File: src/source/video_map_pkg.sv
package video_map_pkg;

  // Processor side bus widths
  typedef logic [15:0] mpu_addr_t;
  typedef logic [15:0] mpu_data_t;

  // Address after banking: 8 bank bits above a 15 bit page offset
  typedef logic [22:0] int_addr_t;

  // Word address on the external video RAM
  typedef logic [15:0] vram_addr_t;

  localparam int PAGE_OFFSET_WIDTH = 15;

  // Main control registers
  localparam int_addr_t MAIN_REG_BASE = 23'h00_0000;

  // Tile layer register blocks, one block per layer
  localparam int_addr_t TILE_REG_BASE = 23'h00_0800;
  localparam int_addr_t TILE_REG_STEP = 23'h00_0010;

  // Window onto external video RAM
  localparam int_addr_t VRAM_BASE   = 23'h01_0000;
  localparam int_addr_t VRAM_LENGTH = 23'h01_0000;

  // Split between the low and high read-back paths
  localparam int_addr_t LOW_MEM_SIZE = 23'h00_1000;

  // Returned for reads that hit nothing
  localparam mpu_data_t UNMAPPED_VALUE = 16'hDEAD;

endpackage

File: src/source/video_regs_pkg.sv
package video_regs_pkg;

  typedef logic [15:0] reg_data_t;

  // Upper internal address bits for page 1
  typedef logic [7:0] bank_t;

  // Main register indices
  localparam int REG_ID       = 0;
  localparam int REG_SYS_CTRL = 1;
  localparam int REG_MEM_BANK = 2;

  // System control bits
  localparam int SYS_CTRL_VRAM_ACCESS = 0;

  // Fixed contents of the read-only ID register
  localparam reg_data_t ID_VALUE = 16'hC0BE;

endpackage

File: src/source/bank_decoder.sv
`timescale 1ns/1ps

module bank_decoder #(
  parameter int NUM_MAIN_REGS   = 8,
  parameter int NUM_TILE_LAYERS = 4,
  parameter int NUM_TILE_REGS   = 8
) (
  input  video_map_pkg::mpu_addr_t   mpu_addr,
  input  logic                       mpu_en,
  input  logic                       mpu_rd,
  input  logic                       mpu_wr,
  input  video_regs_pkg::bank_t      bank_value,
  input  logic                       vram_access,
  output logic                       main_wr,
  output logic                       main_sel,
  output logic                       vram_sel,
  output logic                       low_sel,
  output logic [NUM_TILE_LAYERS-1:0] tile_wr,
  output logic [NUM_TILE_LAYERS-1:0] tile_sel,
  output logic [2:0]                 reg_offset,
  output video_map_pkg::vram_addr_t  vram_offset
);

  localparam int TILE_OFS_BITS = $clog2(video_map_pkg::TILE_REG_STEP);

  logic [video_map_pkg::PAGE_OFFSET_WIDTH-1:0] page_offset;
  logic                      page_index;
  video_regs_pkg::bank_t     bank_part;
  video_map_pkg::int_addr_t  int_addr;
  video_map_pkg::int_addr_t  main_rel;
  video_map_pkg::int_addr_t  tile_rel;
  video_map_pkg::int_addr_t  tile_layer;
  video_map_pkg::int_addr_t  vram_rel;
  logic [TILE_OFS_BITS-1:0]  tile_reg;
  logic                      tile_region;
  logic                      access;

  // Page 0 is fixed, page 1 is relocated by the bank register
  assign page_offset = mpu_addr[video_map_pkg::PAGE_OFFSET_WIDTH-1:0];
  assign page_index  = mpu_addr[video_map_pkg::PAGE_OFFSET_WIDTH];
  assign bank_part   = page_index ? bank_value : '0;
  assign int_addr    = {bank_part, page_offset};

  assign access = mpu_en & (mpu_rd | mpu_wr);

  // Offsets relative to each base, addresses below a base wrap to large values
  assign main_rel = int_addr - video_map_pkg::MAIN_REG_BASE;
  assign tile_rel = int_addr - video_map_pkg::TILE_REG_BASE;
  assign vram_rel = int_addr - video_map_pkg::VRAM_BASE;

  assign main_sel = main_rel < NUM_MAIN_REGS;
  assign main_wr  = main_sel & mpu_en & mpu_wr;

  assign tile_region = tile_rel < video_map_pkg::TILE_REG_STEP * NUM_TILE_LAYERS;
  assign tile_layer  = tile_rel >> TILE_OFS_BITS;
  assign tile_reg    = tile_rel[TILE_OFS_BITS-1:0];

  // Holes past the last register in a block select no layer
  always_comb begin
    for (int k = 0; k < NUM_TILE_LAYERS; k++) begin
      tile_sel[k] = tile_region && (tile_layer == video_map_pkg::int_addr_t'(k)) &&
                    (tile_reg < NUM_TILE_REGS);
      tile_wr[k]  = tile_sel[k] & mpu_en & mpu_wr;
    end
  end

  // Register bases are aligned, so the low bits index both files
  assign reg_offset = int_addr[2:0];

  // Window is only open while the processor owns video RAM
  assign vram_sel    = (vram_rel < video_map_pkg::VRAM_LENGTH) & vram_access & access;
  assign vram_offset = video_map_pkg::vram_addr_t'(vram_rel);

  assign low_sel = int_addr < video_map_pkg::LOW_MEM_SIZE;

endmodule

File: src/source/main_registers.sv
`timescale 1ns/1ps

module main_registers #(
  parameter int NUM_MAIN_REGS = 8
) (
  input  logic                      clk,
  input  logic                      rst,
  input  logic                      main_wr,
  input  logic [1:0]                mpu_be,
  input  logic [2:0]                reg_offset,
  input  video_map_pkg::mpu_data_t  mpu_data_in,
  output video_regs_pkg::reg_data_t main_data,
  output video_regs_pkg::bank_t     bank_value,
  output logic                      vram_access
);

  video_regs_pkg::reg_data_t regs [NUM_MAIN_REGS];
  logic                      id_hit;

  assign id_hit = reg_offset == video_regs_pkg::REG_ID;

  always_ff @(posedge clk) begin
    if (rst) begin
      // ID slot loads its fixed value and is never written afterwards
      for (int i = 0; i < NUM_MAIN_REGS; i++) begin
        regs[i] <= (i == video_regs_pkg::REG_ID) ? video_regs_pkg::ID_VALUE : '0;
      end
    end else if (main_wr && !id_hit) begin
      // Byte lanes are written independently
      if (mpu_be[0]) begin
        regs[reg_offset][7:0] <= mpu_data_in[7:0];
      end
      if (mpu_be[1]) begin
        regs[reg_offset][15:8] <= mpu_data_in[15:8];
      end
    end
  end

  assign main_data = regs[reg_offset];

  // Values the decoder needs for banking and the video RAM window
  assign bank_value  = video_regs_pkg::bank_t'(regs[video_regs_pkg::REG_MEM_BANK]);
  assign vram_access =
      regs[video_regs_pkg::REG_SYS_CTRL][video_regs_pkg::SYS_CTRL_VRAM_ACCESS];

endmodule

File: src/source/read_data_mux.sv
`timescale 1ns/1ps

module read_data_mux #(
  parameter int NUM_TILE_LAYERS = 4
) (
  input  logic                       clk,
  input  logic                       rst,
  input  logic                       mpu_en,
  input  logic                       mpu_rd,
  input  logic                       main_sel,
  input  logic                       vram_sel,
  input  logic                       low_sel,
  input  logic [NUM_TILE_LAYERS-1:0] tile_sel,
  input  video_regs_pkg::reg_data_t  main_data,
  input  video_regs_pkg::reg_data_t  tile_data [NUM_TILE_LAYERS],
  input  video_map_pkg::mpu_data_t   vram_data_in,
  output video_map_pkg::mpu_data_t   mpu_data_out
);

  video_regs_pkg::reg_data_t tile_or;
  logic                      tile_hit;
  video_map_pkg::mpu_data_t  low_data;
  video_map_pkg::mpu_data_t  high_data;

  // tile_sel is one-hot, so an OR of the gated layers is enough
  always_comb begin
    tile_or = '0;
    for (int k = 0; k < NUM_TILE_LAYERS; k++) begin
      if (tile_sel[k]) begin
        tile_or = tile_or | tile_data[k];
      end
    end
  end

  assign tile_hit = |tile_sel;

  // Two short paths instead of one long chain
  assign low_data = main_sel ? main_data :
                    tile_hit ? tile_or : video_map_pkg::UNMAPPED_VALUE;
  assign high_data = vram_sel ? vram_data_in : video_map_pkg::UNMAPPED_VALUE;

  always_ff @(posedge clk) begin
    if (rst) begin
      mpu_data_out <= '0;
    end else if (mpu_en && mpu_rd) begin
      mpu_data_out <= low_sel ? low_data : high_data;
    end else begin
      mpu_data_out <= '0;
    end
  end

endmodule

File: src/source/tile_layer_regs.sv
`timescale 1ns/1ps

module tile_layer_regs #(
  parameter int NUM_TILE_REGS = 8
) (
  input  logic                      clk,
  input  logic                      rst,
  input  logic                      wr,
  input  logic [1:0]                mpu_be,
  input  logic [2:0]                reg_offset,
  input  video_map_pkg::mpu_data_t  mpu_data_in,
  output video_regs_pkg::reg_data_t rd_data
);

  video_regs_pkg::reg_data_t regs [NUM_TILE_REGS];

  always_ff @(posedge clk) begin
    if (rst) begin
      for (int i = 0; i < NUM_TILE_REGS; i++) begin
        regs[i] <= '0;
      end
    end else if (wr) begin
      if (mpu_be[0]) begin
        regs[reg_offset][7:0] <= mpu_data_in[7:0];
      end
      if (mpu_be[1]) begin
        regs[reg_offset][15:8] <= mpu_data_in[15:8];
      end
    end
  end

  // Offset is only in range when the decoder selected this layer
  assign rd_data = regs[reg_offset];

endmodule

File: src/source/video_regs_top.sv
`timescale 1ns/1ps

module video_regs_top #(
  parameter int NUM_MAIN_REGS   = 8,
  parameter int NUM_TILE_LAYERS = 4,
  parameter int NUM_TILE_REGS   = 8
) (
  input  logic                      clk,
  input  logic                      rst,
  input  logic                      mpu_en,
  input  logic                      mpu_rd,
  input  logic                      mpu_wr,
  input  logic [1:0]                mpu_be,
  input  video_map_pkg::mpu_addr_t  mpu_addr,
  input  video_map_pkg::mpu_data_t  mpu_data_in,
  input  video_map_pkg::mpu_data_t  vram_data_in,
  output video_map_pkg::mpu_data_t  mpu_data_out,
  output logic                      vram_en,
  output logic                      vram_rd,
  output logic                      vram_wr,
  output logic [1:0]                vram_be,
  output video_map_pkg::vram_addr_t vram_addr,
  output video_map_pkg::mpu_data_t  vram_data_out
);

  logic                       main_wr;
  logic                       main_sel;
  logic                       vram_sel;
  logic                       low_sel;
  logic [NUM_TILE_LAYERS-1:0] tile_wr;
  logic [NUM_TILE_LAYERS-1:0] tile_sel;
  logic [2:0]                 reg_offset;
  video_map_pkg::vram_addr_t  vram_offset;
  video_regs_pkg::bank_t      bank_value;
  logic                       vram_access;
  video_regs_pkg::reg_data_t  main_data;
  video_regs_pkg::reg_data_t  tile_data [NUM_TILE_LAYERS];

  bank_decoder #(
    .NUM_MAIN_REGS   (NUM_MAIN_REGS),
    .NUM_TILE_LAYERS (NUM_TILE_LAYERS),
    .NUM_TILE_REGS   (NUM_TILE_REGS)
  ) decoder_i (
    .mpu_addr    (mpu_addr),
    .mpu_en      (mpu_en),
    .mpu_rd      (mpu_rd),
    .mpu_wr      (mpu_wr),
    .bank_value  (bank_value),
    .vram_access (vram_access),
    .main_wr     (main_wr),
    .main_sel    (main_sel),
    .vram_sel    (vram_sel),
    .low_sel     (low_sel),
    .tile_wr     (tile_wr),
    .tile_sel    (tile_sel),
    .reg_offset  (reg_offset),
    .vram_offset (vram_offset)
  );

  main_registers #(
    .NUM_MAIN_REGS (NUM_MAIN_REGS)
  ) main_regs_i (
    .clk         (clk),
    .rst         (rst),
    .main_wr     (main_wr),
    .mpu_be      (mpu_be),
    .reg_offset  (reg_offset),
    .mpu_data_in (mpu_data_in),
    .main_data   (main_data),
    .bank_value  (bank_value),
    .vram_access (vram_access)
  );

  // One register block per tile layer
  for (genvar k = 0; k < NUM_TILE_LAYERS; k++) begin : tile_layer_gen
    tile_layer_regs #(
      .NUM_TILE_REGS (NUM_TILE_REGS)
    ) tile_layer_i (
      .clk         (clk),
      .rst         (rst),
      .wr          (tile_wr[k]),
      .mpu_be      (mpu_be),
      .reg_offset  (reg_offset),
      .mpu_data_in (mpu_data_in),
      .rd_data     (tile_data[k])
    );
  end

  read_data_mux #(
    .NUM_TILE_LAYERS (NUM_TILE_LAYERS)
  ) read_mux_i (
    .clk          (clk),
    .rst          (rst),
    .mpu_en       (mpu_en),
    .mpu_rd       (mpu_rd),
    .main_sel     (main_sel),
    .vram_sel     (vram_sel),
    .low_sel      (low_sel),
    .tile_sel     (tile_sel),
    .main_data    (main_data),
    .tile_data    (tile_data),
    .vram_data_in (vram_data_in),
    .mpu_data_out (mpu_data_out)
  );

  vram_port vram_port_i (
    .clk           (clk),
    .rst           (rst),
    .vram_sel      (vram_sel),
    .mpu_rd        (mpu_rd),
    .mpu_wr        (mpu_wr),
    .mpu_be        (mpu_be),
    .vram_offset   (vram_offset),
    .mpu_data_in   (mpu_data_in),
    .vram_en       (vram_en),
    .vram_rd       (vram_rd),
    .vram_wr       (vram_wr),
    .vram_be       (vram_be),
    .vram_addr     (vram_addr),
    .vram_data_out (vram_data_out)
  );

endmodule

File: src/source/vram_port.sv
`timescale 1ns/1ps

module vram_port (
  input  logic                      clk,
  input  logic                      rst,
  input  logic                      vram_sel,
  input  logic                      mpu_rd,
  input  logic                      mpu_wr,
  input  logic [1:0]                mpu_be,
  input  video_map_pkg::vram_addr_t vram_offset,
  input  video_map_pkg::mpu_data_t  mpu_data_in,
  output logic                      vram_en,
  output logic                      vram_rd,
  output logic                      vram_wr,
  output logic [1:0]                vram_be,
  output video_map_pkg::vram_addr_t vram_addr,
  output video_map_pkg::mpu_data_t  vram_data_out
);

  // Strobes, a read wins if both are requested
  always_ff @(posedge clk) begin
    if (rst) begin
      vram_en <= 1'b0;
      vram_rd <= 1'b0;
      vram_wr <= 1'b0;
    end else begin
      vram_en <= vram_sel;
      vram_rd <= vram_sel & mpu_rd;
      vram_wr <= vram_sel & mpu_wr & ~mpu_rd;
    end
  end

  // Payload is zero outside an access
  always_ff @(posedge clk) begin
    vram_be       <= vram_sel ? mpu_be : 2'b00;
    vram_addr     <= vram_sel ? vram_offset : '0;
    vram_data_out <= (vram_sel && mpu_wr && !mpu_rd) ? mpu_data_in : '0;
  end

endmodule

File: config.mk
export PLATFORM = sky130hd
export DESIGN_NAME = video_regs_top
export DESIGN_NICKNAME = d
export VERILOG_FILES = /design/src/source/video_map_pkg.sv /design/src/source/video_regs_pkg.sv /design/src/source/bank_decoder.sv /design/src/source/main_registers.sv /design/src/source/read_data_mux.sv /design/src/source/tile_layer_regs.sv /design/src/source/video_regs_top.sv /design/src/source/vram_port.sv
export SDC_FILE = /design/constraint.sdc
export NUM_CORES = 1
export LEC_CHECK = 0
export ABC_AREA = 1
export ABC_CLOCK_PERIOD_IN_PS = 3400
export BUFFER_PORTS_ARGS = -buffer_cell sky130_fd_sc_hd__buf_2
export CELL_PAD_IN_SITES_DETAIL_PLACEMENT = 1
export CELL_PAD_IN_SITES_GLOBAL_PLACEMENT = 2
export CORE_MARGIN = 1
export CORE_UTILIZATION = 39
export DETAILED_ROUTE_END_ITERATION = 10
export PLACE_DENSITY_LB_ADDON = 0.1
export SETUP_SLACK_MARGIN = 0.3
export SLEW_MARGIN = 20
export SYNTH_ARGS = -nofsm -noshare
export SYNTH_HDL_FRONTEND = slang
export SYNTH_HIERARCHICAL = 1
export SYNTH_SLANG_ARGS = --single-unit
export TNS_END_PERCENT = 5
File: constraint.sdc
create_clock -name clk -period 3.4 [get_ports clk]
set_input_delay 0.34 -clock clk [delete_from_list [all_inputs] [get_ports clk]]
set_output_delay 0.34 -clock clk [all_outputs]
set_load 0.01 [all_outputs]
==> metrics.yaml, run 1 <==
hold_path.class: "input pin to register"
grt_max_degree: 80
die-area_um2: 88400
die_w_um: 297
final_util_pct: 45.6
fin_skew_ns: 0.0221
fin_crit_ns: 3.04
synth_area_um2: 34000
wl_per_cell_um: 21.6
cts_buffers: 82
grtUsageMet1_pct: 35.7
power.total_mw: 20.0
start_util_pct: 39.6
ys.flop_type: "edfxtp_1"
antenna_found_initial: 2
crit_required_ns: 3.68
crit_fanout: 9
core_um2: 85800
synthTopCellsByArea: "edfxtp_1 (57%), nand2_1 (21%), nor2_1 (7.6%)"
hold_viol_final: 0
synthCells: 3903
finalSetupViolations: 0
arrival_ns: 3.32
cts_tree: "yes"
post_synth.cell_area_avg_um2: 8.71
cts-root-buf: "clkbuf_16"
setup.worst_path.start_class: "register"
insertion_delay_ns: 0.63
busiest_layer: "met2"
via_per_inst: 4.94
synth.distinct_cells: 43
grt_pass1_vias: 26707
regArea_um2: 20300
met3_usage_pct: 2.56
synth_top_area_share_pct: 56.5
wl_um: 114000
num_vias: 26085
fin_tns_setup_ns: 0
first_pass_iters: 5
hold_slack_ns: 0.0431
clock_path_buffers: 3
grt_pass1_wl_um: 171000
end_kind: "register"
clk_pin_slew_ns: 0.06
synth_edf_count: 640
yosysMostFrequentCell: "nand2_1"
slew_headroom_pct: 41.7
ctsHtreeMaxLevel: 3
clock_sinks: 693
rsz0062_at_grt: "yes"
synth_common_cells: "nand2_1 (1907), nor2_1 (684), edfxtp_1 (640)"
drt_iter0_drc: 1655
synth-seq-cells: 693
place_congestion: 0.816
track_usage_pct: 25.9
fillCellCount: 9967
port_buffers: 107
final-max-slew-violation-count: 0
ant_nets: 0
dp_hpwl_um: 79300
nets: 4133
synth_top_area_cell: "edfxtp_1"
multi_input_area_um2: 12000
drive_gt1_share_pct: 13.9
outcome: "finished, final reports clean"
worstMarginPinSlew_ns: 0.874
rows: 107
cellLeakagePower_nw: 18.1
met2_usage_pct: 43.8
path_class: "register to register"
max-vdd-ir-drop_mv: 0.365
fmax_ghz: 0.329
overflow: 0
synthArstFlopShare_pct: 0
drv_cap: 0
powerDensity_nw_per_um2: 513
dieHeight_um: 297
post_cts_buffers: 0
yosysSeqAreaShare_pct: 59.6
fin_crit_sh_pct: 89.4
drc: 0
syn_to_final_growth_pct: 15.0
ios: 108
ys_warn_count: 6
==> cells in the final DEF (no fill, tap or decap), drive strengths merged, types with 5 or more instances in the layout <==
cell type    instances
clkinv              30
nor2               730
inv                175
nand4               30
o21ai               21
conb                16
nand2             1980
clkbuf             107
bufinv               7
nor4                 5
clkinvlp             5
nor3                42
edfxtp             640
a21oi               20
nand3               13
dlygate4sd3         15
buf                238
ha                   5
dfxtp               53
==> per-layer routing <==
metal,vias up,part of all wire [%]
li1,12654,-
met1,12750,46
met2,542,48
met3,139,3.7
met4,0,2.2
met5,-,0
==> per-stage QoR <==
step	instances	area (um^2)	worst slack (ns)
final	5285	39100	0.361
after global routing	5284	39100	0.199
after CTS	5284	39000	0.272
after detailed placement	5118	36200	-0.0207
after global placement	5118	36200	0.119
after floorplan	3917	34100	0.696
==> cell type report <==
class	count	share of cell area, %
Tap cell	1144	3.66
Antenna cell	1	0.00640
Clock buffer	107	5.75
Multi-Input combinational cell	2870	30.7
Timing Repair Buffer	253	5.18
Sequential cell	693	51.9
Clock inverter	44	1.13
Inverter	173	1.68
==> worst max-delay path: stages (launching register included) <==
cell	delay, ns
edfxtp_1	0.43
nand2_4	0.12
ha_1	0.19
nand3_1	0.11
nor2_1	0.16
nand2_1	0.15
xnor2_4	0.24
nand4_1	0.19
nor2_1	0.21
nand2_1	0.09
nor2_2	0.15
buf_12	0.16
nand2_2	0.13
nand2_1	0.35
==> cells by family (layout without fill, tap and decap cells) <==
group | Yosys count | count (layout) | synth area share [%]
compound gates | 45 | 45 | 0.846
xor+xnor | 1 | 1 | 0.0478
fa+ha+maj | 5 | 5 | 0.184
buf+inv | 354 | 577 | 5.39
flops | 693 | 693 | 59.6
other cells | 2 | 17 | 0.0221
simple gates | 2803 | 2803 | 33.9
==> what timing repair did <==
action / CTS / global route
hold buffers: 15 / 0
gates resized for setup: 3 / 13
endpoints found under the hold margin: 15 / 0
setup endpoints to repair: 272 / 497
==> registers in the layout (all words and copies together) (netlist names) <==
register and count:
main_regs_i/regs 128, vram_port_i/vram_be 2, vram_port_i/vram_en 1, vram_port_i/vram_wr 1, vram_port_i/vram_rd 1, tile_layer_gen.tile_layer_i/regs 512
vram_port_i/vram_data_out 16, read_mux_i/mpu_data_out 16, vram_port_i/vram_addr 16
==> worst paths after layout <==
path | to | from | slack, ns | cells past startpoint
worst max-delay path | tile_layer_gen[2].tile_layer_i/regs[7][15] | main_regs_i/regs[2][1] | 0.36 | 13
worst min register to register | vram_port_i/vram_addr[15] | main_regs_i/regs[2][0] | 0.76 | 4
worst min-delay path | read_mux_i/mpu_data_out[0] | vram_data_in[0] | 0.04 | 3
worst max register to register | tile_layer_gen[2].tile_layer_i/regs[7][15] | main_regs_i/regs[2][1] | 0.36 | 13
==> report_power, final <==
part	internal (mW)	switching, mW	leakage [nW]
combinational	0.361	1.26	9.71
clock	5.20	3.58	1.32
sequential	9.56	0.0888	7.03
(Power assumes the default switching activity.)
==> run 2: changes to the inputs <==
--- a/config.mk
+++ b/config.mk
@@ -6,12 +6,12 @@
 export NUM_CORES = 1
 export LEC_CHECK = 0
 export ABC_AREA = 1
-export ABC_CLOCK_PERIOD_IN_PS = 3400
+export ABC_CLOCK_PERIOD_IN_PS = 3500
 export BUFFER_PORTS_ARGS = -buffer_cell sky130_fd_sc_hd__buf_2
 export CELL_PAD_IN_SITES_DETAIL_PLACEMENT = 1
 export CELL_PAD_IN_SITES_GLOBAL_PLACEMENT = 2
 export CORE_MARGIN = 1
-export CORE_UTILIZATION = 39
+export CORE_UTILIZATION = 42
 export DETAILED_ROUTE_END_ITERATION = 10
 export PLACE_DENSITY_LB_ADDON = 0.1
 export SETUP_SLACK_MARGIN = 0.3
==> constraint.sdc (replaced) <==
create_clock -name clk -period 3.5 [get_ports clk]
set_input_delay 0.35 -clock clk [delete_from_list [all_inputs] [get_ports clk]]
set_output_delay 0.35 -clock clk [all_outputs]
set_load 0.01 [all_outputs]
==> metrics.yaml, run 2 (same netlist as run 1, synthesis figures left out) <==
outcome: "finished, final reports clean"
grtUsageMet1_pct: 38.6
port_buffers: 107
core_um2: 79500
via_per_inst: 5.17
largest_register: "tile_layer_gen.tile_layer_i/regs"
dp_hpwl_um: 81100
ctsHtreeMaxLevel: 3
ant_nets: 0
drv_cap: 0
overflow: 0
grt_max_degree: 111
cts_buffers: 79
dieHeight_um: 287
busiest_layer: "met2"
arrival_ns: 3.33
cts_tree: "yes"
max-vdd-ir-drop_mv: 0.421
die-area_um2: 82100
path_class: "register to register"
cellLeakagePower_nw: 17.8
final-max-slew-violation-count: 0
largest_register_ffs: 512
met3_usage_pct: 3.71
fin_tns_setup_ns: 0
antenna_found_initial: 7
insertion_delay_ns: 0.63
grt_pass1_wl_um: 171000
reg2reg_to: "tile_layer_gen[3].tile_layer_i/regs[2][5]"
nets: 4098
clock_sinks: 693
die_w_um: 287
rows: 103
wl_um: 115000
track_usage_pct: 28.1
end_kind: "register"
timing.reg2reg.setup_slack_ns: 0.44
ios: 108
drt_iter0_drc: 1931
met2_usage_pct: 46.7
fmax_ghz: 0.327
crit_required_ns: 3.78
syn_to_final_growth_pct: 13.1
drc: 0
hold_path.class: "input pin to register"
start_util_pct: 42.8
top_regs: "tile_layer_gen.tile_layer_i/regs x512, main_regs_i/regs x128"
num_vias: 26592
cts-root-buf: "clkbuf_16"
hold_slack_ns: 0.0341
place_congestion: 0.883
final_cell_mix: "nand2_1 (1881), nor2_1 (680), edfxtp_1 (640)"
wl_per_cell_um: 22.3
fin_skew_ns: 0.0340
fin_crit_sh_pct: 87.3
first_pass_iters: 7
grt_pass1_vias: 27521
clk_pin_slew_ns: 0.06
setup.worst_path.start_class: "register"
final_common_cell: "nand2_1"
slew_headroom_pct: 24.7
powerDensity_nw_per_um2: 494
finalSetupViolations: 0
hold_viol_final: 0
reg2regPathDepth: 14
cp-endpoint: "tile_layer_gen[3].tile_layer_i/regs[2][5]"
clock_path_buffers: 3
fin_crit_ns: 3.06
r2r_start: "main_regs_i/regs[2][1]"
drive_gt1_share_pct: 13.3
rsz0062_at_grt: "yes"
cp-startpoint: "main_regs_i/regs[2][1]"
worstMarginPinSlew_ns: 1.13
crit_fanout: 8
run 2: cell types whose count changed in the layout (fill, tap and decap cells not counted), moves of 5 or more:
cell      before   now
clkinv_2      18    11
nand2_4        7    14
clkbuf_8       8     3
buf_4        105    83
nand2_2       75    84
nand2_1     1897  1881
buf_12        27    15
clkinv_1       9    15
run 2: routing by layer:
metal / vias up / wire (um)
met5: - / 40
li1: 12564 / -
met4: 6 / 2910
met2: 718 / 54200
met1: 13153 / 51500
met3: 151 / 6130
run 2: worst min-delay path by stage:
stage | from | to | cells after the start
global route | vram_data_in[3] | read_mux_i/mpu_data_out[3] | 3
global placement | mpu_addr[8] | vram_port_i/vram_addr[8] | 3
floorplan | rst | vram_port_i/vram_rd | 1
CTS | vram_data_in[5] | read_mux_i/mpu_data_out[5] | 3
detailed placement | mpu_addr[7] | vram_port_i/vram_addr[7] | 3
finish | vram_data_in[3] | read_mux_i/mpu_data_out[3] | 3
run 2: repair_timing:
item	4_1_cts	5_1_grt
buffers inserted	1	0
endpoints found under the hold margin	16	0
hold buffers	16	0
setup endpoints to repair	73	451
resized for setup	0	37
pin swaps	1	1
run 2: critical path, stage by stage, from the launching register on:
cell      delay, ns
edfxtp_1       0.46
nand2_4        0.14
ha_1           0.20
nand3_1        0.11
nor2_1         0.14
nand2_1        0.11
xnor2_2        0.22
nand4_1        0.13
buf_4          0.20
nor2_1         0.20
nand2_1        0.10
nor2_2         0.17
buf_12         0.16
nand2_2        0.07
nand2_1        0.29
run 2: cell type report:
type                    count  area (um^2)
clock buffers              99         2150
fillers                  9257        41100
clock inverters            40          354
diodes                      1         2.50
flip-flops and latches    693        20300
inverters                 173          657
well taps                1050         1310
multi-input cells        2870        12100
repair buffers            221         1640
run 2: through the flow:
step           area [um^2]  power [mW]  worst slack, ns  cells  utilization, %
2_1_floorplan        34100        10.4            0.796   3917               -
3_3_place_gp         35700        11.0            0.153   4990            44.9
3_5_place_dp         35700        11.0           0.0118   4990            44.9
4_1_cts              38300        19.1            0.282   5146            48.2
5_1_grt              38500        19.6            0.175   5146            48.4
6_report             38500        19.0            0.444   5147            48.4
run 2: where the power goes:
group	internal (mW)	switching [mW]
Clock	4.71	3.38
Sequential	9.28	0.0923
Combinational	0.323	1.20
Total	14.3	4.66
==> run 3: changes to the inputs <==
==> constraint.sdc (replaced) <==
create_clock -name clk -period 3.5 [get_ports clk]
set_input_delay 0.7 -clock clk [delete_from_list [all_inputs] [get_ports clk]]
set_output_delay 0.7 -clock clk [all_outputs]
set_load 0.01 [all_outputs]
==> metrics.yaml, run 3 (same netlist as run 1, synthesis figures left out) <==
p_sw_mw: 4.71
drive_gt1_share_pct: 14.8
hold_viol_final: 0
ios: 108
rsz0062_at_grt: "yes"
max-vdd-ir-drop_mv: 0.388
insertion_delay_ns: 0.64
final-max-slew-violation-count: 0
ctsHtreeMaxLevel: 3
fmax_ghz: 0.319
fin_crit_sh_pct: 89.5
post_cts_buffers: 0
fin_skew_ns: 0.0276
rows: 103
place_congestion: 0.904
fin_ws_ns: 0.367
nets: 4172
die_w_um: 287
cts-root-buf: "clkbuf_16"
worstMarginPinSlew_ns: 0.859
setup.worst_path.start_class: "register"
place_area_um2: 36900
end_kind: "register"
reg2reg_to: "tile_layer_gen[3].tile_layer_i/regs[5][4]"
cts_tree: "yes"
drv_cap: 0
wl_um: 115000
clock_path_buffers: 3
overflow: 0
die-area_um2: 82100
via_per_inst: 5.15
holdCritStartpoint: "mpu_addr[9]"
top_regs: "tile_layer_gen.tile_layer_i/regs x512, main_regs_i/regs x128"
grt_pass1_wl_um: 173000
largest_register: "tile_layer_gen.tile_layer_i/regs"
largest_register_ffs: 512
multi_input_area_um2: 12000
hold_path_end: "vram_port_i/vram_addr[9]"
fin_tns_setup_ns: 0
final_cell_mix: "nand2_1 (1903), nor2_1 (683), edfxtp_1 (640)"
fillCellCount: 9302
start_util_pct: 42.8
grt_max_degree: 82
antenna_found_initial: 6
seqPwrFrac_pct: 48.6
fin_area_um2: 39500
path_class: "register to register"
p_int_mw: 14.6
dieHeight_um: 287
drt_iter0_drc: 1850
hold_slack_ns: 0.274
clock_sinks: 693
wl_per_cell_um: 21.9
pwr-share-comb_pct: 8.3
switching_share_pct: 24.4
port_buffers: 107
final_common_cell: "nand2_1"
arrival_ns: 3.42
track_usage_pct: 28.1
finalSetupViolations: 0
r2r_start: "main_regs_i/regs[2][1]"
dp_slack_ns: -0.0624
reg2regPathDepth: 15
outcome: "finished, final reports clean"
timing.reg2reg.setup_slack_ns: 0.37
hold_depth: 3
pwr-share-clk_pct: 43.1
fin_crit_ns: 3.13
crit_required_ns: 3.79
dp_hpwl_um: 81100
drc: 0
powerDensity_nw_per_um2: 489
core_um2: 79500
first_pass_iters: 5
cts_buffers: 80
regArea_um2: 20300
ant_nets: 0
num_vias: 26949
grt_pass1_vias: 28213
hold_path.class: "input pin to register"
syn_to_final_growth_pct: 16.1
clk_pin_slew_ns: 0.06
slew_headroom_pct: 42.7
cellLeakagePower_nw: 18.4
crit_fanout: 8
==> run 3: worst max-delay path, stage by stage, from the launching register on <==
cell,delay [ns]
edfxtp_1,0.46
nand2_4,0.14
ha_1,0.19
nand3_1,0.11
nor2_1,0.19
nand2_1,0.13
xnor2_2,0.24
nand4_1,0.16
buf_4,0.19
nor2_1,0.08
buf_4,0.17
nand2_1,0.09
nor2_2,0.15
buf_12,0.16
nand2_2,0.07
nand2_1,0.27
==> run 3: what timing repair did <==
item / 4_1_cts / 5_1_grt
setup endpoints to repair: 0 / 136
hold endpoints to repair: 0 / 0
hold buffers: 0 / 0
gates resized for setup: 0 / 4
==> run 3: power groups by stage <==
stage	clock (mW)	combinational (mW)	sequential, mW
global placement	0	1.56	9.53
floorplan	0	0.942	9.50
detailed placement	0	1.60	9.54
CTS	8.49	1.61	9.37
finish	8.32	1.60	9.37
global route	8.76	1.74	9.39
==> run 3: area by class of cell <==
type | count | share of cell area (%)
sequential | 693 | 51.3
multi-input combinational | 2870 | 30.3
timing repair buffer | 294 | 6.73
clock buffer | 108 | 5.83
tap | 1050 | 3.33
inverter | 173 | 1.66
clock inverter | 39 | 0.801
antenna | 1 | 0.00634
==> run 3: how the worst max path moves through the flow <==
stage,from,to,slack [ns],cells after the start
after detailed placement,mpu_addr[12],tile_layer_gen[3].tile_layer_i/regs[3][2],-0.06,19
final,main_regs_i/regs[2][1],tile_layer_gen[3].tile_layer_i/regs[5][4],0.37,15
after global placement,mpu_addr[12],tile_layer_gen[3].tile_layer_i/regs[2][3],0.02,19
after global routing,main_regs_i/regs[2][1],tile_layer_gen[3].tile_layer_i/regs[7][3],0.19,15
after floorplan,mpu_addr[15],tile_layer_gen[0].tile_layer_i/regs[1][0],0.45,13
after CTS,main_regs_i/regs[2][1],tile_layer_gen[3].tile_layer_i/regs[1][6],0.35,15
==> run 3: metal layers <==
metal	GRT usage (%)	wire length (um)	up-vias	share of wire (%)
li1	-	-	12723	-
met2	46.8	54800	734	48
met5	0	0	-	0
met1	38.3	50400	13324	44
met3	3.17	5800	168	5.1
met4	9.28	3640	0	3.2
==> run 3: per-stage QoR <==
stage	utilization [%]	power (mW)	std cells
2_1_floorplan	-	10.4	3917
3_5_place_dp	46.4	11.1	5080
4_1_cts	49.7	19.5	5227
6_report	49.7	19.3	5228
3_3_place_gp	46.4	11.1	5080
5_1_grt	49.7	19.9	5227
